`config.mk`:
```
export PLATFORM = sky130hd
export DESIGN_NAME = spi_master_top
export DESIGN_NICKNAME = d
export VERILOG_FILES = /design/src/verilog/spi_pkg.sv /design/src/verilog/spi_master_top.sv /design/src/verilog/spi_shift_engine.sv /design/src/verilog/spi_baud_gen.sv /design/src/verilog/spi_wb_regs.sv
export SDC_FILE = /design/constraint.sdc
export NUM_CORES = 1
export LEC_CHECK = 0
export BUFFER_PORTS_ARGS = -buffer_cell sky130_fd_sc_hd__buf_2
export CORE_MARGIN = 10
export CORE_UTILIZATION = 50
export CTS_BUF_LIST = sky130_fd_sc_hd__clkbuf_2
export CTS_CLUSTER_SIZE = 24
export DETAILED_ROUTE_END_ITERATION = 12
export GPL_TIMING_DRIVEN = 0
export PLACE_DENSITY_LB_ADDON = 0.08
export SLEW_MARGIN = 20
export SYNTH_ARGS = -nofsm -noshare
export SYNTH_HDL_FRONTEND = slang
export SYNTH_HIERARCHICAL = 1
export SYNTH_SLANG_ARGS = --single-unit
```
`constraint.sdc`:
```
create_clock -name wb_clk_i -period 4.7 [get_ports wb_clk_i]
set_input_delay 0.705 -clock wb_clk_i [delete_from_list [all_inputs] [get_ports wb_clk_i]]
set_output_delay 0.705 -clock wb_clk_i [all_outputs]
set_load 0.01 [all_outputs]
```
`src/verilog/spi_pkg.sv`:
```
// spi master shared definitions, register map, engine states and bit positions

package spi_pkg;

	// ----------------------------------------
	// register map
	// ----------------------------------------

	// wishbone byte address of each register
	typedef enum logic [2:0] {
		REG_CTRL = 3'd0, // spe, cpol, cpha, lsbfe, ie
		REG_STAT = 3'd1, // tip, done
		REG_DIVL = 3'd2, // divisor bits 7..0
		REG_DIVH = 3'd3, // divisor bits 15..8
		REG_TXD  = 3'd4, // write starts a transfer
		REG_RXD  = 3'd5, // last received byte
		REG_SS   = 3'd6  // one-hot slave select
	} spi_reg_e;

	// ----------------------------------------
	// serial engine states
	// ----------------------------------------

	typedef enum logic [1:0] {
		ST_IDLE  = 2'd0, // no transfer
		ST_LEAD  = 2'd1, // waiting for leading sclk edge
		ST_TRAIL = 2'd2, // waiting for trailing sclk edge
		ST_DONE  = 2'd3  // one cycle of completion
	} spi_state_e;

	// control register bits
	localparam logic [2:0] CTRL_SPE   = 3'd0; // core enable
	localparam logic [2:0] CTRL_CPOL  = 3'd1; // idle level of sclk
	localparam logic [2:0] CTRL_CPHA  = 3'd2; // sample on trailing edge when set
	localparam logic [2:0] CTRL_LSBFE = 3'd3; // lsb first
	localparam logic [2:0] CTRL_IE    = 3'd4; // interrupt enable

	// status register bits
	localparam logic [2:0] STAT_TIP  = 3'd0; // read only
	localparam logic [2:0] STAT_DONE = 3'd1; // sticky, write 1 to clear

endpackage
```
`src/verilog/spi_master_top.sv`:
```
// wishbone spi master top level, register block, baud generator and serial engine
`timescale 1ns/100ps

module spi_master_top #(
	parameter int DIV_W  = 16,
	parameter int NUM_SS = 8
) (
	input  logic              wb_clk_i,
	input  logic              rst,       // async, active high
	input  spi_pkg::spi_reg_e wb_adr_i,
	input  logic [7:0]        wb_dat_i,
	output logic [7:0]        wb_dat_o,
	input  logic              wb_we_i,
	input  logic              wb_stb_i,
	input  logic              wb_cyc_i,
	output logic              wb_ack_o,
	output logic              wb_inta_o,
	output logic              spi_tip_o,
	input  logic              miso_i,
	output logic              sclk_o,
	output logic              mosi_o,
	output logic [NUM_SS-1:0] ss_n_o
);

	// ----------------------------------------
	// internal nets
	// ----------------------------------------

	logic              start;
	logic              cpol;
	logic              cpha;
	logic              lsbfe;
	logic [DIV_W-1:0]  divisor;
	logic [7:0]        tx_data;
	logic [NUM_SS-1:0] ss_sel;
	logic              busy;
	logic              done;
	logic [7:0]        rx_data;
	logic              run;
	logic              tick;

	assign spi_tip_o = busy;

	// bus side
	spi_wb_regs #(.DIV_W(DIV_W), .NUM_SS(NUM_SS)) u_regs (
		.wb_clk_i(wb_clk_i), .rst(rst),
		.wb_adr_i(wb_adr_i), .wb_dat_i(wb_dat_i), .wb_we_i(wb_we_i),
		.wb_stb_i(wb_stb_i), .wb_cyc_i(wb_cyc_i),
		.wb_dat_o(wb_dat_o), .wb_ack_o(wb_ack_o), .wb_inta_o(wb_inta_o),
		.busy_i(busy), .done_i(done), .rx_data_i(rx_data),
		.start_o(start), .cpol_o(cpol), .cpha_o(cpha), .lsbfe_o(lsbfe),
		.divisor_o(divisor), .tx_data_o(tx_data), .ss_sel_o(ss_sel)
	);

	// sclk half-period strobe
	spi_baud_gen #(.DIV_W(DIV_W)) u_baud (
		.wb_clk_i(wb_clk_i), .rst(rst),
		.run_i(run), .divisor_i(divisor), .tick_o(tick)
	);

	// serial side and pins
	spi_shift_engine #(.NUM_SS(NUM_SS)) u_engine (
		.wb_clk_i(wb_clk_i), .rst(rst),
		.start_i(start), .tick_i(tick),
		.cpol_i(cpol), .cpha_i(cpha), .lsbfe_i(lsbfe),
		.tx_data_i(tx_data), .ss_sel_i(ss_sel), .miso_i(miso_i),
		.run_o(run), .busy_o(busy), .done_o(done), .rx_data_o(rx_data),
		.sclk_o(sclk_o), .mosi_o(mosi_o), .ss_n_o(ss_n_o)
	);

endmodule

```
`src/verilog/spi_shift_engine.sv`:
```
// spi serial engine, transfer fsm with shift register and registered pin drivers
`timescale 1ns/100ps

module spi_shift_engine #(
	parameter int NUM_SS = 8
) (
	input  logic              wb_clk_i,
	input  logic              rst,
	input  logic              start_i,   // one-cycle request from regs
	input  logic              tick_i,    // sclk half-period strobe
	input  logic              cpol_i,
	input  logic              cpha_i,
	input  logic              lsbfe_i,
	input  logic [7:0]        tx_data_i,
	input  logic [NUM_SS-1:0] ss_sel_i,  // one-hot
	input  logic              miso_i,
	output logic              run_o,
	output logic              busy_o,
	output logic              done_o,
	output logic [7:0]        rx_data_o,
	output logic              sclk_o,
	output logic              mosi_o,
	output logic [NUM_SS-1:0] ss_n_o
);

	import spi_pkg::*;

	spi_state_e        state_q;
	logic [7:0]        sr_q;       // tx bits out one end, rx bits in the other
	logic [7:0]        sr_shift;
	logic              out_bit;
	logic              first_bit;  // bit on mosi before the first edge
	logic [2:0]        bit_cnt_q;
	logic              sclk_q;
	logic              mosi_q;
	logic [NUM_SS-1:0] ss_n_q;

	// miso enters where the last tx bit left
	assign sr_shift  = lsbfe_i ? {miso_i, sr_q[7:1]} : {sr_q[6:0], miso_i};
	assign out_bit   = lsbfe_i ? sr_q[0] : sr_q[7];
	assign first_bit = lsbfe_i ? tx_data_i[0] : tx_data_i[7];

	// ----------------------------------------
	// transfer fsm and pin drivers
	// ----------------------------------------

	always_ff @(posedge wb_clk_i or posedge rst) begin
		if (rst) begin
			state_q   <= ST_IDLE;
			bit_cnt_q <= 3'd0;
			sclk_q    <= 1'b0;
			mosi_q    <= 1'b0;
			ss_n_q    <= '1; // all deselected
		end else begin
			case (state_q)
				ST_IDLE: begin
					sclk_q <= cpol_i; // idle level follows cpol
					if (start_i) begin
						state_q   <= ST_LEAD;
						bit_cnt_q <= 3'd0;
						ss_n_q    <= ~ss_sel_i;
						if (!cpha_i)
							mosi_q <= first_bit; // cpha 0 drives before first edge
					end
				end
				ST_LEAD: begin
					if (tick_i) begin
						sclk_q  <= ~cpol_i; // leading edge
						state_q <= ST_TRAIL;
						if (cpha_i)
							mosi_q <= out_bit; // cpha 1 drives on leading
					end
				end
				ST_TRAIL: begin
					if (tick_i) begin
						sclk_q    <= cpol_i; // trailing edge
						bit_cnt_q <= bit_cnt_q + 3'd1;
						// cpha 0 sampled on lead, next bit goes out now
						if (!cpha_i && bit_cnt_q != 3'd7)
							mosi_q <= out_bit;
						if (bit_cnt_q == 3'd7)
							state_q <= ST_DONE;
						else
							state_q <= ST_LEAD;
					end
				end
				ST_DONE: begin
					state_q <= ST_IDLE;
					ss_n_q  <= '1; // release after completion
				end
				default: state_q <= ST_IDLE;
			endcase
		end
	end

	// ----------------------------------------
	// shift register
	// ----------------------------------------

	// sample edge depends on cpha
	always_ff @(posedge wb_clk_i) begin
		if (state_q == ST_IDLE && start_i)
			sr_q <= tx_data_i;
		else if (tick_i && state_q == ST_LEAD && !cpha_i)
			sr_q <= sr_shift; // cpha 0 samples on leading
		else if (tick_i && state_q == ST_TRAIL && cpha_i)
			sr_q <= sr_shift; // cpha 1 samples on trailing
	end

	assign run_o     = (state_q == ST_LEAD) || (state_q == ST_TRAIL);
	assign busy_o    = (state_q != ST_IDLE);
	assign done_o    = (state_q == ST_DONE);
	assign rx_data_o = sr_q; // full byte by st_done
	assign sclk_o    = sclk_q;
	assign mosi_o    = mosi_q;
	assign ss_n_o    = ss_n_q;

endmodule

```
`src/verilog/spi_baud_gen.sv`:
```
// baud tick generator, one tick per sclk half-period while a transfer runs
`timescale 1ns/100ps

module spi_baud_gen #(
	parameter int DIV_W = 16
) (
	input  logic             wb_clk_i,
	input  logic             rst,
	input  logic             run_i,     // engine in lead or trail
	input  logic [DIV_W-1:0] divisor_i,
	output logic             tick_o     // half-period strobe
);

	logic [DIV_W-1:0] cnt_q;
	logic             cnt_zero;

	assign cnt_zero = (cnt_q == '0);

	// ----------------------------------------
	// down counter
	// ----------------------------------------

	// divisor+1 cycles per tick
	// counts divisor down to 0, then reloads
	always_ff @(posedge wb_clk_i or posedge rst) begin
		if (rst) begin
			cnt_q <= '0;
		end else if (!run_i) begin
			cnt_q <= divisor_i; // parked at reload so first half is full
		end else if (cnt_zero) begin
			cnt_q <= divisor_i;
		end else begin
			cnt_q <= cnt_q - 1'b1;
		end
	end

	// no ticks outside a transfer
	assign tick_o = run_i & cnt_zero;

endmodule

```
`src/verilog/spi_wb_regs.sv`:
```
// wishbone slave register file, builds start pulse, done flag and interrupt
`timescale 1ns/100ps

module spi_wb_regs #(
	parameter int DIV_W  = 16,
	parameter int NUM_SS = 8
) (
	input  logic              wb_clk_i,
	input  logic              rst,
	input  spi_pkg::spi_reg_e wb_adr_i,
	input  logic [7:0]        wb_dat_i,
	input  logic              wb_we_i,
	input  logic              wb_stb_i,
	input  logic              wb_cyc_i,
	output logic [7:0]        wb_dat_o,
	output logic              wb_ack_o,
	output logic              wb_inta_o,
	input  logic              busy_i,    // engine transfer in progress
	input  logic              done_i,    // one-cycle end of transfer
	input  logic [7:0]        rx_data_i,
	output logic              start_o,
	output logic              cpol_o,
	output logic              cpha_o,
	output logic              lsbfe_o,
	output logic [DIV_W-1:0]  divisor_o,
	output logic [7:0]        tx_data_o,
	output logic [NUM_SS-1:0] ss_sel_o
);

	import spi_pkg::*;

	logic              ack_q;
	logic              wr;      // write in its ack cycle
	logic              wr_txd;
	logic [4:0]        ctrl_q;  // upper three bits not stored
	logic [15:0]       div_q;
	logic [NUM_SS-1:0] ss_q;
	logic [7:0]        tx_q;
	logic [7:0]        rx_q;
	logic              done_q;  // sticky
	logic              start_q;
	logic [7:0]        stat_v;

	// ----------------------------------------
	// bus handshake
	// ----------------------------------------

	// one-cycle ack, never two in a row
	always_ff @(posedge wb_clk_i or posedge rst) begin
		if (rst)
			ack_q <= 1'b0;
		else
			ack_q <= wb_cyc_i & wb_stb_i & ~ack_q;
	end

	assign wr     = wb_cyc_i & wb_stb_i & ack_q & wb_we_i; // lands at end of ack
	assign wr_txd = wr & (wb_adr_i == REG_TXD);

	// ----------------------------------------
	// control state
	// ----------------------------------------

	always_ff @(posedge wb_clk_i or posedge rst) begin
		if (rst) begin
			ctrl_q  <= '0;
			div_q   <= '0;
			ss_q    <= '0;
			done_q  <= 1'b0;
			start_q <= 1'b0;
		end else begin
			if (wr && wb_adr_i == REG_CTRL)
				ctrl_q <= wb_dat_i[4:0];
			if (wr && wb_adr_i == REG_DIVL)
				div_q[7:0] <= wb_dat_i;
			if (wr && wb_adr_i == REG_DIVH)
				div_q[15:8] <= wb_dat_i;
			if (wr && wb_adr_i == REG_SS)
				ss_q <= NUM_SS'(wb_dat_i);
			// set beats clear in the same cycle
			if (done_i)
				done_q <= 1'b1;
			else if (wr && wb_adr_i == REG_STAT && wb_dat_i[STAT_DONE])
				done_q <= 1'b0;
			// only when enabled and idle, else the write is dropped
			start_q <= wr_txd & ctrl_q[CTRL_SPE] & ~busy_i & ~start_q;
		end
	end

	// transmit and receive bytes
	always_ff @(posedge wb_clk_i) begin
		if (wr_txd && !busy_i)
			tx_q <= wb_dat_i; // engine copies it on start
		if (done_i)
			rx_q <= rx_data_i;
	end

	// ----------------------------------------
	// read side
	// ----------------------------------------

	always_comb begin
		stat_v            = '0;
		stat_v[STAT_TIP]  = busy_i;
		stat_v[STAT_DONE] = done_q;
	end

	always_comb begin
		case (wb_adr_i)
			REG_CTRL: wb_dat_o = {3'b000, ctrl_q};
			REG_STAT: wb_dat_o = stat_v;
			REG_DIVL: wb_dat_o = div_q[7:0];
			REG_DIVH: wb_dat_o = div_q[15:8];
			REG_TXD:  wb_dat_o = tx_q;
			REG_RXD:  wb_dat_o = rx_q;
			REG_SS:   wb_dat_o = 8'(ss_q);
			default:  wb_dat_o = 8'h00; // unmapped
		endcase
	end

	assign wb_ack_o  = ack_q;
	assign wb_inta_o = done_q & ctrl_q[CTRL_IE];
	assign start_o   = start_q;
	assign cpol_o    = ctrl_q[CTRL_CPOL];
	assign cpha_o    = ctrl_q[CTRL_CPHA];
	assign lsbfe_o   = ctrl_q[CTRL_LSBFE];
	assign divisor_o = DIV_W'(div_q);
	assign tx_data_o = tx_q;
	assign ss_sel_o  = ss_q;

endmodule

```
## Word level (Yosys, flattened, before mapping)

Cells that the tools add are included.

- Input bits: 17
- Flip-flop bits (word level): 87
- Output and inout port bits: 21

- Reductions and logical operators: 30
- Bitwise gates (word level): 15
- Eq/ne operators: 17
- Mux-type cells: 31
- Add/sub/neg operators: 2

Operators by type and width:

| operator | number |
|---|---|
| $pmux 8 s7 | 1 |
| $mux 8 | 5 |
| $mux 16 | 2 |
| $logic_not 16->1 | 1 |
| $pmux 8 s2 | 1 |
| $sub 16x1->16 const B | 1 |
| $logic_and 1x1->1 | 13 |
| $eq 3x3->1 const B | 4 |
| $mux 1 | 12 |
| $and 1x1->1 | 10 |
| $reduce_and 3->1 | 3 |
| $mux 2 | 4 |
| $not 8->8 | 1 |
| $pmux 2 s4 | 1 |
| $reduce_bool 2->1 | 4 |
| $reduce_and 7->1 | 1 |
| $eq 3x2->1 const B | 2 |
| $mux 3 | 2 |
| $ne 2x1->1 const B | 3 |
| $ne 2x2->1 const B | 3 |
| $pmux 1 s3 | 2 |
| $pmux 3 s2 | 1 |
| $reduce_bool 3->1 | 2 |
| $eq 2x2->1 const B | 2 |
| 10 further kinds | 14 |

## Logic depth before layout (Yosys ltp)

Gate-level depths: netlist of run 1.

- Depth after elaboration: 8
- Gate-level depth with buffers: 10

## Modules after synthesis

The synthesis of run 1 kept the hierarchy.

By module, submodules not included:

| module | times used | cells an instance | area an instance (µm²) | seq. area each (µm²) |
|---|---|---|---|---|
| spi_wb_regs | 1 | 147 | 2,263.4 | 1,281.2 |
| spi_shift_engine | 1 | 123 | 1,273.7 | 625.6 |
| spi_baud_gen | 1 | 97 | 920.9 | 400.4 |

## Worst setup path after synthesis of run 1

Ideal clock, no wire load.

- Kind: reg-to-reg
- Start point: register u_baud.cnt_q[0]
- End point: register u_engine.mosi_q, in the netlist u_engine/mosi_o
- Cell stages (with the launch flop): 11
- Arrival: 2.294 ns
- Buffers on the path: 1
- Setup slack: 2.279 ns
- Clock period less this slack: 2.421 ns
- Path through: dfrtp_1 inv_1 ha_1 or4b_2 nor4_1 and2_1 buf_4 o21ba_1 nor2_2 nand4_1 mux2_1

- Word-level cells in the longest chain between the ends: 4

RTL lines:

| what | line | RTL |
|---|---|---|
| from (decl) | spi_baud_gen.sv:14 | `logic [DIV_W-1:0] cnt_q;` |
| from (signal assigned) | spi_baud_gen.sv:29 | `cnt_q <= divisor_i;` |
| from (signal assigned) | spi_baud_gen.sv:31 | `cnt_q <= divisor_i;` |
| from (signal assigned) | spi_baud_gen.sv:33 | `cnt_q <= cnt_q - 1'b1;` |
| $logic_not 16->1 * | spi_baud_gen.sv:17 | `assign cnt_zero = (cnt_q == '0);` |
| $and 1x1->1 * | spi_baud_gen.sv:38 | `assign tick_o = run_i & cnt_zero;` |
| via tick | spi_master_top.sv:40 | `logic tick;` |
| $ne 2x1->1 (no source line) | - |  |
| $reduce_and 7->1 (no source line) * | - |  |
| to (signal assigned) | spi_shift_engine.sv:63 | `mosi_q <= first_bit;` |
| to (signal assigned) | spi_shift_engine.sv:71 | `mosi_q <= out_bit;` |
| to (signal assigned) | spi_shift_engine.sv:80 | `mosi_q <= out_bit;` |
| to (decl) | spi_shift_engine.sv:35 | `logic mosi_q;` |

Mark *: on every way through the listed nets, which the timed path passes. The rest lies on a longest branch.
A chain may end at the register's enable or synchronous reset.

## Final worst setup path of run 1

- Start point: register u_engine.state_q[1]
- End point: output port wb_dat_o[0]

- Word-level cells in the longest chain between the ends: 2

RTL lines:

| what | line | RTL |
|---|---|---|
| from (decl) | spi_shift_engine.sv:28 | `spi_state_e state_q;` |
| from (signal assigned) | spi_shift_engine.sv:49 | `state_q <= ST_IDLE;` |
| from (signal assigned) | spi_shift_engine.sv:59 | `state_q <= ST_LEAD;` |
| from (signal assigned) | spi_shift_engine.sv:69 | `state_q <= ST_TRAIL;` |
| $reduce_bool 2->1 | spi_shift_engine.sv:111 | `assign busy_o = (state_q != ST_IDLE);` |
| $pmux 8 s7 | spi_wb_regs.sv:108 | `case (wb_adr_i)` |
| to (decl) | spi_master_top.sv:12 | `output logic [7:0] wb_dat_o,` |

Every way passes these cells.

==> summary.md, run 1 <==
| Metric | Value |
|---|---|
| Number of standard cells in the layout, taps in and fillers out | 528 |
| Residual DRC | 0 |
| Synth warnings | 6 |
| Unique masters post-synth | 67 |
| Max-slew violation total from the final report | 0 |
| Detailed-route via count | 3052 |
| Buffers added on ports | 36 |
| Seq cells post-synth | 87 |
| H-tree levels | 3 |
| Clock-pin slew on the worst setup and hold paths | 0.25 ns |
| Worst setup timing slack at the placement stage | 1.98 ns |
| Layout net count | 441 |
| Area of the mapped netlist | 4460 um^2 |
| Post-Synthesis Net Count | 393 |
| Setup slack of the worst register-to-register path | 1.95 ns |
| Slowest cell on the critical path | sky130_fd_sc_hd__dfrtp_1 |
| Portion of the clock cycle consumed by the worst path in the final layout | 0.672 |
| Kind of end point of the critical path | primary output |
| Crit path top cell by count | sky130_fd_sc_hd__inv_1 |
| Synth area leaders | sky130_fd_sc_hd__dfrtp_1 31%, sky130_fd_sc_hd__edfxtp_1 16%, sky130_fd_sc_hd__mux2_4 5.4% |
| Required time at the endpoint of the critical path | 3.99 ns |
| Met2 Usage GRT | 0.239 |
| Startpoint of the worst register-to-register path | u_baud/cnt_q[0] |
| Detailed-route vias per instance | 5.78 |
| Max-cap check violation count | 0 |
| Arr. time, crit path | 2.45 ns |
| # IOs | 38 |
| Die ar. | 13100 um^2 |
| Hold violation count in the final report | 0 |
| Synth area leader | sky130_fd_sc_hd__dfrtp_1 |
| Buffers plus inverters on the worst setup path | 4 |
| Syn Inst Count | 367 |
| Largest delay share family, worst path | multiplexers |
| Largest driver fanout on the critical path | 9 |
| Library cell used as clock root buffer | sky130_fd_sc_hd__clkbuf_2 |
| Setup Skew | 0.0212 ns |
| Average wire length per cell after detail routing | 19.9 um |
| Class of the tightest hold or removal check | in -> async |
| Depth of the worst register-to-register path | 10 |
| Flip-flop and latch area | 2310 um^2 |
| Final count of negative-setup-slack endpoints | 0 |
| Clk_lat worst skew | 0.55 ns |
| Fraction of registers with async set or reset after synthesis | 0.724 |
| CP Launch Type | flop |
| Global routing usage on met1 | 0.245 |
| Cell area power density | 475 nW/um^2 |
| Vias in the first global route | 3142 |
| Status | completed |
| Relative slew slack | 0.424 |
| Leftover overflow at the end of global routing | 0 |
| Largest net degree at the start of global routing | 33 |
| Final worst path period need | 3.16 ns |
| Most common flop cell mapped by yosys | sky130_fd_sc_hd__dfrtp_1 |
| Final Worst Setup Slack | 1.54 ns |
| CTS buffer count | 9 |
| HPWL reported at the end of detailed placement | 7910 um |
| Post-route ant nets | 0 |
| Detailed Routing Iterations Pass 1 | 4 |
| 1st-iter DRT viols | 225 |
| Global routing usage on met3 | 0.0372 |
| Initial core utilization | 0.511 |
| Placed Cells incl. Taps | 512 |
| Row count | 34 |
| Peak-usage layer in the global routing report | met1 |
| Lkg Pwr | 2.12 nW |
| Antenna diodes | 0 |
| Multi-input gate area | 1950 um^2 |
| Endpoint of the worst register-to-register path | u_engine/mosi_o |
| Worst-case vdd ir drop | 165 uV |
| Critical path, cell by cell | inv_1 -> ha_1 -> buf_4 -> inv_1 -> mux4_2 -> mux2_2 -> buf_2 |
| Standard cell core area | 8720 um^2 |
| Horizontal die dimension | 114 um |
| CTS tree | yes |
| Total of cells resized after clock tree synthesis | 0 |
| Seq/Total Area, Yosys | 0.518 |
| Setup repair after global routing missed its margin | false |
| Summed negative setup slack over all endpoints | 0 ns |
| Critical setup path kind | reg -> out |
| Sink count of the clock tree | 87 |
| Worst-margin pin slew | 0.862 ns |
| Max Clock Freq | 0.317 GHz |
| Number of synthesized flops with an enable pin | 24 |
| Wire length of the first global-routing pass | 17200 um |
| Height of the chip | 114 um |
| Placer congestion estimate | 0.824 |
| Routed wire length | 10500 um |
| Fraction of layout cells with a size suffix above 1 | 0.317 |
| Area growth from synthesis to final layout | 10.5% |
| Proportion of netlist area held by the largest area contributor | 0.309 |
| Hold buffer count at cts | 0 |
| Mean area per synthesized cell | 12.1 um^2 |
| Fill cells | 784 |
| Post-CTS repair timing setup buffer count | 0 |
| Maximum number of buffers from clock root to sink | 2 |
| Initial antenna violation count | 0 |
| GRT Overall Usage | 0.166 |
| Biggest cell delay along the critical path | 0.49 ns |
==> worst reg2reg max path: stages (launching register included) <==
cell and delay (ns):
sky130_fd_sc_hd__dfrtp_1 0.48, sky130_fd_sc_hd__inv_1 0.10, sky130_fd_sc_hd__ha_1 0.14, sky130_fd_sc_hd__or4b_2 0.67, sky130_fd_sc_hd__nor4_1 0.22, sky130_fd_sc_hd__and2_1 0.21, sky130_fd_sc_hd__buf_4 0.16, sky130_fd_sc_hd__o21ba_1 0.17
sky130_fd_sc_hd__nor2_2 0.10, sky130_fd_sc_hd__nand4_1 0.11, sky130_fd_sc_hd__mux2_1 0.32
==> Yosys cell counts (2+ instances only) <==
master,number
sky130_fd_sc_hd__o21ai_0,30
sky130_fd_sc_hd__buf_6,6
sky130_fd_sc_hd__xnor2_1,6
sky130_fd_sc_hd__a21oi_1,18
sky130_fd_sc_hd__nand4b_1,2
sky130_fd_sc_hd__nand4_1,2
sky130_fd_sc_hd__mux4_2,3
sky130_fd_sc_hd__a221o_1,3
sky130_fd_sc_hd__buf_2,7
sky130_fd_sc_hd__a211o_1,2
sky130_fd_sc_hd__a22o_2,3
sky130_fd_sc_hd__nand3b_1,2
sky130_fd_sc_hd__inv_1,12
sky130_fd_sc_hd__or3_1,2
sky130_fd_sc_hd__buf_4,5
sky130_fd_sc_hd__nand2_1,29
sky130_fd_sc_hd__xor2_1,6
sky130_fd_sc_hd__o211ai_1,2
sky130_fd_sc_hd__dfrtp_1,55
sky130_fd_sc_hd__nor2_1,18
sky130_fd_sc_hd__o22a_1,3
sky130_fd_sc_hd__or4_4,2
sky130_fd_sc_hd__a21o_1,4
sky130_fd_sc_hd__o31a_1,2
sky130_fd_sc_hd__nor4_1,5
sky130_fd_sc_hd__and2_1,2
sky130_fd_sc_hd__edfxtp_1,24
sky130_fd_sc_hd__mux2_4,16
sky130_fd_sc_hd__nand3_1,8
sky130_fd_sc_hd__nand2b_1,2
sky130_fd_sc_hd__mux2i_1,16
sky130_fd_sc_hd__a22o_1,3
sky130_fd_sc_hd__nor3_1,3
sky130_fd_sc_hd__dfstp_2,8
sky130_fd_sc_hd__ha_1,9
sky130_fd_sc_hd__and3_1,2
sky130_fd_sc_hd__mux2_2,15
==> through the flow <==
stage	hold slack, ns	cell area (um^2)	power, mW	utilization
after floorplan	0.401	4460	1.66	-
after global placement	0.423	4770	1.89	0.547
after detailed placement	0.435	4780	1.91	0.549
after CTS	0.172	4930	2.36	0.565
after global routing	0.180	4930	2.52	0.565
final	0.174	4930	2.34	0.565
==> layout make-up <==
type                            count  area share
Clock buffer                        9     0.00914
Sequential cell                    87       0.468
Buffer                             20      0.0325
Timing Repair Buffer               37      0.0376
Multi-Input combinational cell    248       0.396
Inverter                           12     0.00914
Clock inverter                      7      0.0196
Tap cell                          108      0.0274
==> state kept, by name, indices dropped and copies added, names as in the netlist <==
name / cells
u_baud/cnt_q: 16
u_engine/bit_cnt_q: 3
u_engine/mosi_o: 1
u_engine/rx_data_o: 8
u_engine/sclk_o: 1
u_engine/ss_n_o: 8
u_engine/state_q: 2
u_regs/ctrl_q: 5
u_regs/divisor_o: 16
u_regs/done_q: 1
u_regs/rx_q: 8
u_regs/ss_sel_o: 8
u_regs/start_o: 1
u_regs/tx_data_o: 8
u_regs/wb_ack_o: 1
==> placed cells by master (no fill, tap or decap), types with 4 or more instances in the layout <==
cell	count
sky130_fd_sc_hd__mux2_2	15
sky130_fd_sc_hd__dfrtp_1	55
sky130_fd_sc_hd__inv_1	11
sky130_fd_sc_hd__o21ai_0	30
sky130_fd_sc_hd__nor4_1	5
sky130_fd_sc_hd__nand3_1	8
sky130_fd_sc_hd__a21oi_1	18
sky130_fd_sc_hd__buf_4	5
sky130_fd_sc_hd__buf_6	6
sky130_fd_sc_hd__clkbuf_2	10
sky130_fd_sc_hd__a21o_1	4
sky130_fd_sc_hd__dfstp_2	8
sky130_fd_sc_hd__buf_2	44
sky130_fd_sc_hd__nand2_1	29
sky130_fd_sc_hd__nor2_1	18
sky130_fd_sc_hd__xnor2_1	6
sky130_fd_sc_hd__mux2_4	16
sky130_fd_sc_hd__mux2i_1	16
sky130_fd_sc_hd__ha_1	9
sky130_fd_sc_hd__edfxtp_1	24
sky130_fd_sc_hd__xor2_1	6
==> report_power, final <==
group	switching, mW	internal, mW	leakage (nW)
Clock	0.273	0.176	0.0762
Sequential	0.106	0.910	1.04
Combinational	0.506	0.371	1.01
==> worst max-delay path by stage <==
stage                   startpoint                   to  slack, ns  depth (start not counted)
6_report       u_engine/state_q[1]          wb_dat_o[0]       1.54                          7
5_1_grt        u_engine/state_q[0]          wb_dat_o[0]       1.37                          7
4_1_cts        u_engine/state_q[1]          wb_dat_o[0]       1.50                          7
3_5_place_dp       u_baud/cnt_q[0]      u_engine/mosi_o       1.98                         10
3_3_place_gp              wb_cyc_i  u_regs/tx_data_o[1]       1.63                          3
2_1_floorplan      u_baud/cnt_q[0]      u_engine/mosi_o       2.28                         10
==> logic make-up (layout without fill, tap and decap cells) <==
family	after synthesis	after routing	share of synthesized area
XOR/XNOR	12	12	0.0236
buffers and inverters	32	85	0.0460
AND/OR/NAND/NOR	97	97	0.123
AO/OA/AOI/OAI	79	79	0.119
flip-flops	87	87	0.518
adder cells (fa/ha/maj)	9	9	0.0253
multiplexers	51	51	0.145
==> layer usage <==
metal | vias to the layer above | part of all wire | wire length, um
met3 | 11 | 0.055 | 578
met2 | 78 | 0.43 | 4560
met5 | - | 0 | 0
met4 | 0 | 0.011 | 120
li1 | 1434 | - | -
met1 | 1529 | 0.50 | 5240
No activity file was read; power rests on OpenSTA's default activity.
==> run 2, diff against run 1 <==
clock period = 2.5 ns   (was 4.7 ns; I/O delays follow)
==> run 2 against run 1 <==
Setup slack worse by 1.6 ns; sequential share of layout area is 1.7 points lower; sequential cell count stayed put; largest cell class unchanged; the run now ends with setup timing left; final cell count increased by 3.0%; sequential power up 86%.
==> summary.md, run 2 (synthesis gave the netlist of run 1 again) <==
| Metric | Value |
|---|---|
| Placer congestion estimate | 0.824 (unchanged) |
| Final count of negative-setup-slack endpoints | 1 (+1) |
| Slowest cell on the critical path | sky130_fd_sc_hd__dfrtp_1 |
| Arr. time, crit path | 2.15 ns (-0.30 ns) |
| Setup repair after global routing missed its margin | true |
| Worst-case vdd ir drop | 380 uV (+130%) |
| CP Launch Type | flop |
| Switching share of power | 0.375 (-0.00245) |
| Maximum number of buffers from clock root to sink | 2 (unchanged) |
| Hold violation count in the final report | 0 (unchanged) |
| Largest delay share family, worst path | multiplexers |
| Sink count of the clock tree | 87 (unchanged) |
| GRT Overall Usage | 0.171 (+0.00473) |
| Kind of end point of the critical path | primary output |
| Critical setup path kind | reg -> out |
| Placement-stage cell area | 4780 um^2 (unchanged) |
| Initial antenna violation count | 0 (unchanged) |
| HPWL reported at the end of detailed placement | 7910 um (unchanged) |
| Largest driver fanout on the critical path | 4 (-5) |
| # IOs | 38 (unchanged) |
| Standard cell core area | 8720 um^2 (unchanged) |
| Critical path, cell by cell | inv_2 -> ha_4 -> inv_4 -> mux4_2 -> mux2_4 -> buf_6 |
| Seq pwr share | 0.405 (-0.029) |
| Largest net degree at the start of global routing | 33 (unchanged) |
| Met2 Usage GRT | 0.248 (+0.00982) |
| Average wire length per cell after detail routing | 19.8 um (-0.60%) |
| Wire length of the first global-routing pass | 17700 um (+2.9%) |
| Summed negative setup slack over all endpoints | -0.0203 ns (-0.0203 ns) |
| Top library cells by usage in the layout, fill and taps aside | 54 x sky130_fd_sc_hd__dfrtp_1, 43 x sky130_fd_sc_hd__buf_2, 30 x sky130_fd_sc_hd__o21ai_0, 29 x sky130_fd_sc_hd__nand2_1, 24 x sky130_fd_sc_hd__edfxtp_1 |
| Switching power summed over all nets | 1.76 mW (+99%) |
| Final worst path period need | 2.52 ns |
| Max-cap check violation count | 0 (unchanged) |
| Initial core utilization | 0.511 (unchanged) |
| Most common cell after layout, fill and taps aside | sky130_fd_sc_hd__dfrtp_1 |
| Detailed Routing Iterations Pass 1 | 4 (unchanged) |
| Final-layout worst hold slack | 0.0695 ns (-0.104 ns) |
| Antenna diodes | 0 (unchanged) |
| Leftover overflow at the end of global routing | 0 (unchanged) |
| Relative slew slack | 0.422 (-0.00153) |
| Relative contribution of the clock network to total power | 0.180 (-0.012) |
| Post-Layout Inst Area | 5110 um^2 (+3.7%) |
| Horizontal die dimension | 114 um (unchanged) |
| Worst-margin pin slew | 0.865 ns (+0.00229 ns) |
| Peak-usage layer in the global routing report | met1 |
| CTS buffer count | 9 (unchanged) |
| Clk_lat worst skew | 0.54 ns (about the same) |
| CTS tree | yes |
| Final Worst Setup Slack | -0.0203 ns (-1.56 ns) |
| Layout net count | 457 (+3.6%) |
| Area growth from synthesis to final layout | 14.6% |
| Lkg Pwr | 2.21 nW (+3.8%) |
| Row count | 34 (unchanged) |
| Violated checks | setup timing |
| Combinational share of power | 0.415 (+0.041) |
| Portion of the clock cycle consumed by the worst path in the final layout | 1.01 |
| Buffers added on ports | 36 (unchanged) |
| Global routing usage on met3 | 0.0362 (-0.00105) |
| Buffers plus inverters on the worst setup path | 3 (-1) |
| Class of the tightest hold or removal check | in -> reg |
| Global routing usage on met1 | 0.251 (+0.00615) |
| Clock-pin slew on the worst setup and hold paths | 0.26 ns (about the same) |
| H-tree levels | 3 (unchanged) |
| Max Clock Freq | 0.397 GHz |
| Residual DRC | 0 (unchanged) |
| Height of the chip | 114 um (unchanged) |
| Required time at the endpoint of the critical path | 2.12 ns (-1.87 ns) |
| Detailed-route vias per instance | 5.82 (+0.65%) |
| 1st-iter DRT viols | 224 (-0.44%) |
| Library cell used as clock root buffer | sky130_fd_sc_hd__clkbuf_2 |
| Biggest cell delay along the critical path | 0.47 ns (-0.02 ns) |
| Detailed-route via count | 3165 (+3.7%) |
| Setup Skew | 0.0240 ns (+0.00282 ns) |
| Die ar. | 13100 um^2 (unchanged) |
| Vias in the first global route | 3237 (+3.0%) |
| Fill cells | 769 (-1.9%) |
| Fraction of layout cells with a size suffix above 1 | 0.358 (+0.0411) |
| Cell Int Power | 2.93 mW (+100%) |
| Routed wire length | 10800 um (+2.4%) |
| Status | finished with violations |
| Post-route ant nets | 0 (unchanged) |
| Max-slew violation total from the final report | 0 (unchanged) |
| Cell area power density | 918 nW/um^2 (+93%) |
==> run 2: cell count changes in the layout (fill, tap and decap cells not counted), sizes merged <==
cell,before,now
buf,56,69
dlygate4sd3,0,3
==> run 2: metal layers <==
metal	up-vias	part of all wire
met5	-	0
met4	0	0.0087
met3	8	0.048
met2	71	0.44
met1	1615	0.50
li1	1471	-
==> run 2: worst paths after layout <==
kind | slack [ns] | to | cells past startpoint | from
worst max register to register | 0.10 | u_engine/mosi_o | 8 | u_baud/cnt_q[9]
worst min-delay path | 0.07 | u_regs/tx_data_o[3] | 1 | wb_dat_i[3]
worst min register to register | 0.46 | u_regs/wb_ack_o | 1 | u_regs/wb_ack_o
worst max-delay path | -0.02 | wb_dat_o[0] | 6 | u_engine/state_q[1]
min in group asynchronous | 0.40 | u_engine/state_q[1] | 3 | rst
max in group asynchronous | 1.57 | u_regs/ss_sel_o[3] | 3 | rst
==> run 2: area by class of cell <==
cell class,instances,area (um^2),area share
multi-input cells,248,1990,0.390
inverters,12,47.5,0.00931
clock buffers,9,45.0,0.00882
well taps,108,135,0.0265
plain buffers,19,156,0.0306
clock inverters,7,96.3,0.0189
flip-flops and latches,87,2310,0.452
repair buffers,54,327,0.0639
==> run 2: per-stage QoR <==
stage	util	power, mW	cells	worst slack (ns)
3_5_place_dp	0.549	3.60	512	-0.221
3_3_place_gp	0.547	3.55	511	-0.384
4_1_cts	0.580	4.61	539	-0.105
5_1_grt	0.586	5.02	544	-0.152
2_1_floorplan	-	3.13	367	0.0785
6_report	0.586	4.69	544	-0.0203
==> run 2: power groups by stage <==
stage,clock (mW),combinational (mW),sequential (mW)
after global placement,0,1.62,1.93
final,0.846,1.95,1.90
after CTS,0.860,1.85,1.89
after global routing,0.929,2.17,1.93
after floorplan,0,1.23,1.90
after detailed placement,0,1.66,1.94
==> run 2: repair_timing <==
item	CTS	global route
hold buffers	3	0
buffers inserted	8	6
endpoints found under the setup margin	12	4
resized for setup	12	6
pin swaps	1	4
hold endpoints to repair	56	0
==> run 3, diff against run 2 <==
SYNTH_HIERARCHICAL = unset   (was 1)
==> run 3 against run 2 <==
Synthesized area down 4.4%; wire length down 3.1%; register-to-register slack better by 0.17 ns; sequential power about the same; global-route usage down 0.87 points; utilization down 0.064 points; critical path type unchanged; design area down 5.4%; largest cell class unchanged; final cell count unchanged; the run now ends clean; setup slack better by 0.11 ns; sequential cell count unchanged; non-clock buffer count down 10; die area down 3.6%.
==> summary.md, run 3 <==
| Metric | Value |
|---|---|
| Status | completed |
| CP Launch Type | flop |
| Leftover overflow at the end of global routing | 0 (unchanged) |
| Average wire length per cell after detail routing | 19.1 um (-3.1%) |
| Fraction of layout cells with a size suffix above 1 | 0.301 (-0.0571) |
| Setup slack of the worst register-to-register path | 0.27 ns (+0.17 ns) |
| Lkg Pwr | 2.08 nW (-5.8%) |
| H-tree levels | 3 (unchanged) |
| HPWL reported at the end of detailed placement | 7680 um (-3.0%) |
| Horizontal die dimension | 112 um (-1.8%) |
| Max Clock Freq | 0.414 GHz (+4.4%) |
| Ranking of synthesized cells by instance count | 55 x sky130_fd_sc_hd__dfrtp_1, 38 x sky130_fd_sc_hd__nor2_1, 37 x sky130_fd_sc_hd__nand2_1, 30 x sky130_fd_sc_hd__mux2_2, 27 x sky130_fd_sc_hd__a21oi_1 |
| Setup Skew | 0.0246 ns (+0.000572 ns) |
| Global routing usage on met3 | 0.0362 (+0.0000452) |
| Worst-case vdd ir drop | 464 uV (+22%) |
| Final Power | 4.27 mW (-9.0%) |
| Fraction of registers with async set or reset after synthesis | 0.724 (unchanged) |
| Clock-pin slew on the worst setup and hold paths | 0.26 ns (about the same) |
| Most common cell after layout, fill and taps aside | sky130_fd_sc_hd__dfrtp_1 |
| Kind of end point of the critical path | primary output |
| Synth area leader | sky130_fd_sc_hd__dfrtp_1 |
| GRT Overall Usage | 0.162 (-0.00874) |
| Area of the mapped netlist | 4260 um^2 (-4.4%) |
| Buffers added on ports | 35 (-2.8%) |
| Seq/Total Area, Yosys | 0.541 (+0.0237) |
| Most common flop cell mapped by yosys | sky130_fd_sc_hd__dfrtp_1 |
| Final worst path period need | 2.41 ns (-0.107 ns) |
| Sink count of the clock tree | 87 (unchanged) |
| Critical setup path kind | reg -> out |
| Max-slew violation total from the final report | 0 (unchanged) |
| Detailed-route vias per instance | 5.73 (-1.5%) |
| Number of synthesized flops with an enable pin | 24 (unchanged) |
| Standard cell core area | 8260 um^2 (-5.3%) |
| Residual DRC | 0 (unchanged) |
| Clk_lat worst skew | 0.55 ns (about the same) |
| Class of the tightest hold or removal check | in -> reg |
| CTS tree | yes |
| Initial antenna violation count | 0 (unchanged) |
| # IOs | 38 (unchanged) |
| Initial core utilization | 0.516 (+0.00502) |
| Largest net degree at the start of global routing | 33 (unchanged) |
| Global routing usage on met1 | 0.229 (-0.0217) |
| Unique masters post-synth | 51 (-24%) |
| Most common cell in the synthesized netlist | sky130_fd_sc_hd__dfrtp_1 |
| Max-cap check violation count | 0 (unchanged) |
| 1st-iter DRT viols | 205 (-8.5%) |
| Die ar. | 12600 um^2 (-3.6%) |
| Largest driver fanout on the critical path | 3 (-1) |
| Seq cells post-synth | 87 (unchanged) |
| Peak-usage layer in the global routing report | met2 |
| Setup repair after global routing missed its margin | true |
| Proportion of netlist area held by the largest area contributor | 0.323 (+0.0141) |
| CTS buffer count | 9 (unchanged) |
| Routed wire length | 10400 um (-3.1%) |
| Antenna diodes | 0 (unchanged) |
| Vias in the first global route | 3047 (-5.9%) |
| Cell area power density | 883 nW/um^2 (-3.8%) |
| Area growth from synthesis to final layout | 13.4% |
| Height of the chip | 112 um (-1.8%) |
| Synth area leaders | sky130_fd_sc_hd__dfrtp_1 32%, sky130_fd_sc_hd__edfxtp_1 17%, sky130_fd_sc_hd__mux2_2 7.9% |
| Syn Inst Count | 375 (+2.2%) |
| Required time at the endpoint of the critical path | 2.12 ns (about the same) |
| Post-route ant nets | 0 (unchanged) |
| Top library cells by usage in the layout, fill and taps aside | 55 x sky130_fd_sc_hd__dfrtp_1, 43 x sky130_fd_sc_hd__buf_2, 38 x sky130_fd_sc_hd__nor2_1, 36 x sky130_fd_sc_hd__nand2_1, 30 x sky130_fd_sc_hd__mux2_2 |
| Mean area per synthesized cell | 11.4 um^2 (-6.4%) |
| Placer congestion estimate | 0.875 (+6.3%) |
| Maximum number of buffers from clock root to sink | 2 (unchanged) |
| Synth warnings | 0 (-6) |
| Post-Synthesis Net Count | 401 (+2.0%) |
| Detailed-route via count | 3116 (-1.5%) |
| Met2 Usage GRT | 0.243 (-0.00583) |
| Library cell used as clock root buffer | sky130_fd_sc_hd__clkbuf_2 |
| Summed negative setup slack over all endpoints | 0 ns (+0.0203 ns) |
| Worst-margin pin slew | 0.704 ns (-0.161 ns) |
| Arr. time, crit path | 2.04 ns (-0.11 ns) |
| Portion of the clock cycle consumed by the worst path in the final layout | 0.965 (-0.0428) |
| Final count of negative-setup-slack endpoints | 0 (-1) |
| Layout net count | 460 (+0.66%) |
| Row count | 33 (-2.9%) |
| Relative slew slack | 0.527 (+0.105) |
| Wire length of the first global-routing pass | 16400 um (-7.4%) |
| Hold violation count in the final report | 0 (unchanged) |
| Detailed Routing Iterations Pass 1 | 5 (+1) |
[run 3: cell count changes after synthesis, moves of 9 or more]
cell                      change
sky130_fd_sc_hd__nor2_1      +20
sky130_fd_sc_hd__mux2_4      -16
sky130_fd_sc_hd__mux2_2      +15
sky130_fd_sc_hd__o21ai_0     -14
sky130_fd_sc_hd__o21ai_1     +11
sky130_fd_sc_hd__a21oi_1      +9
[run 3: cell families after synthesis]
group,synth area share
AOI/OAI and AO/OA,0.0983
xor gates and xnor gates,0.0267
adders and majority gates,0.0264
buffers and inverters,0.0244
DFF,0.541
muxes,0.140
and+or+nand+nor,0.143
[run 3: worst paths after layout]
path / from / endpoint / cells after the start
max in group asynchronous: rst / u_engine.ss_n_o[5] / 4
min: wb_dat_i[4] / u_regs.tx_data_o[4] / 1
min in group asynchronous: rst / u_regs.ss_sel_o[0] / 3
min reg2reg: u_regs.ss_sel_o[1] / u_engine.ss_n_o[1] / 1
max: u_engine.state_q[0] / wb_dat_o[0] / 7
max reg2reg: u_engine.state_q[0] / u_engine.rx_data_o[0] / 6
[run 3: repair_timing]
action / 4_1_cts / 5_1_grt
resized for setup: 6 / 6
hold buffers: 3 / 2
setup buffers: 3 / 6
endpoints found under the setup margin: 10 / 10
pin swaps: 1 / 1
hold endpoints to repair: 26 / 2
[run 3: final cells by class]
cell class                 instances  area, um^2
clock inverter                     7        56.3
buffer                            13        58.8
tap                              105         131
inverter                          10        42.5
sequential                        87        2310
timing repair buffer              50         313
multi-input combinational        263        1880
clock buffer                       9        45.0
fill                             749        3430
[run 3: stage by stage]
step	instances	cell area, um^2	worst slack [ns]	util	hold slack [ns]
after detailed placement	516	4590	-0.452	0.556	0.419
after global placement	515	4570	-0.439	0.553	0.424
final	544	4830	0.0866	0.585	0.0537
after CTS	536	4750	0.000482	0.575	0.0102
after floorplan	375	4260	0.121	-	0.394
after global routing	544	4830	-0.0167	0.585	0.0153
[run 3: critical path, stage by stage (launching register included)]
cell,delay (ns)
sky130_fd_sc_hd__dfrtp_1,0.45
sky130_fd_sc_hd__inv_2,0.09
sky130_fd_sc_hd__ha_4,0.16
sky130_fd_sc_hd__inv_4,0.03
sky130_fd_sc_hd__mux4_2,0.46
sky130_fd_sc_hd__nand2_2,0.09
sky130_fd_sc_hd__o21ai_2,0.06
sky130_fd_sc_hd__buf_2,0.16
[run 3: per-layer routing]
layer  part of all wire  up-vias  wire (um)
met4             0.0094        0         98
li1                   -     1480          -
met5                  0        -          0
met2               0.46       94       4840
met3              0.064        8        664
met1               0.46     1534       4810
[run 3: power by group]
group | leakage [nW] | switching (mW) | internal (mW)
sequential | 1.04 | 0.208 | 1.69
combinational | 0.977 | 0.980 | 0.727
clock | 0.0629 | 0.517 | 0.143
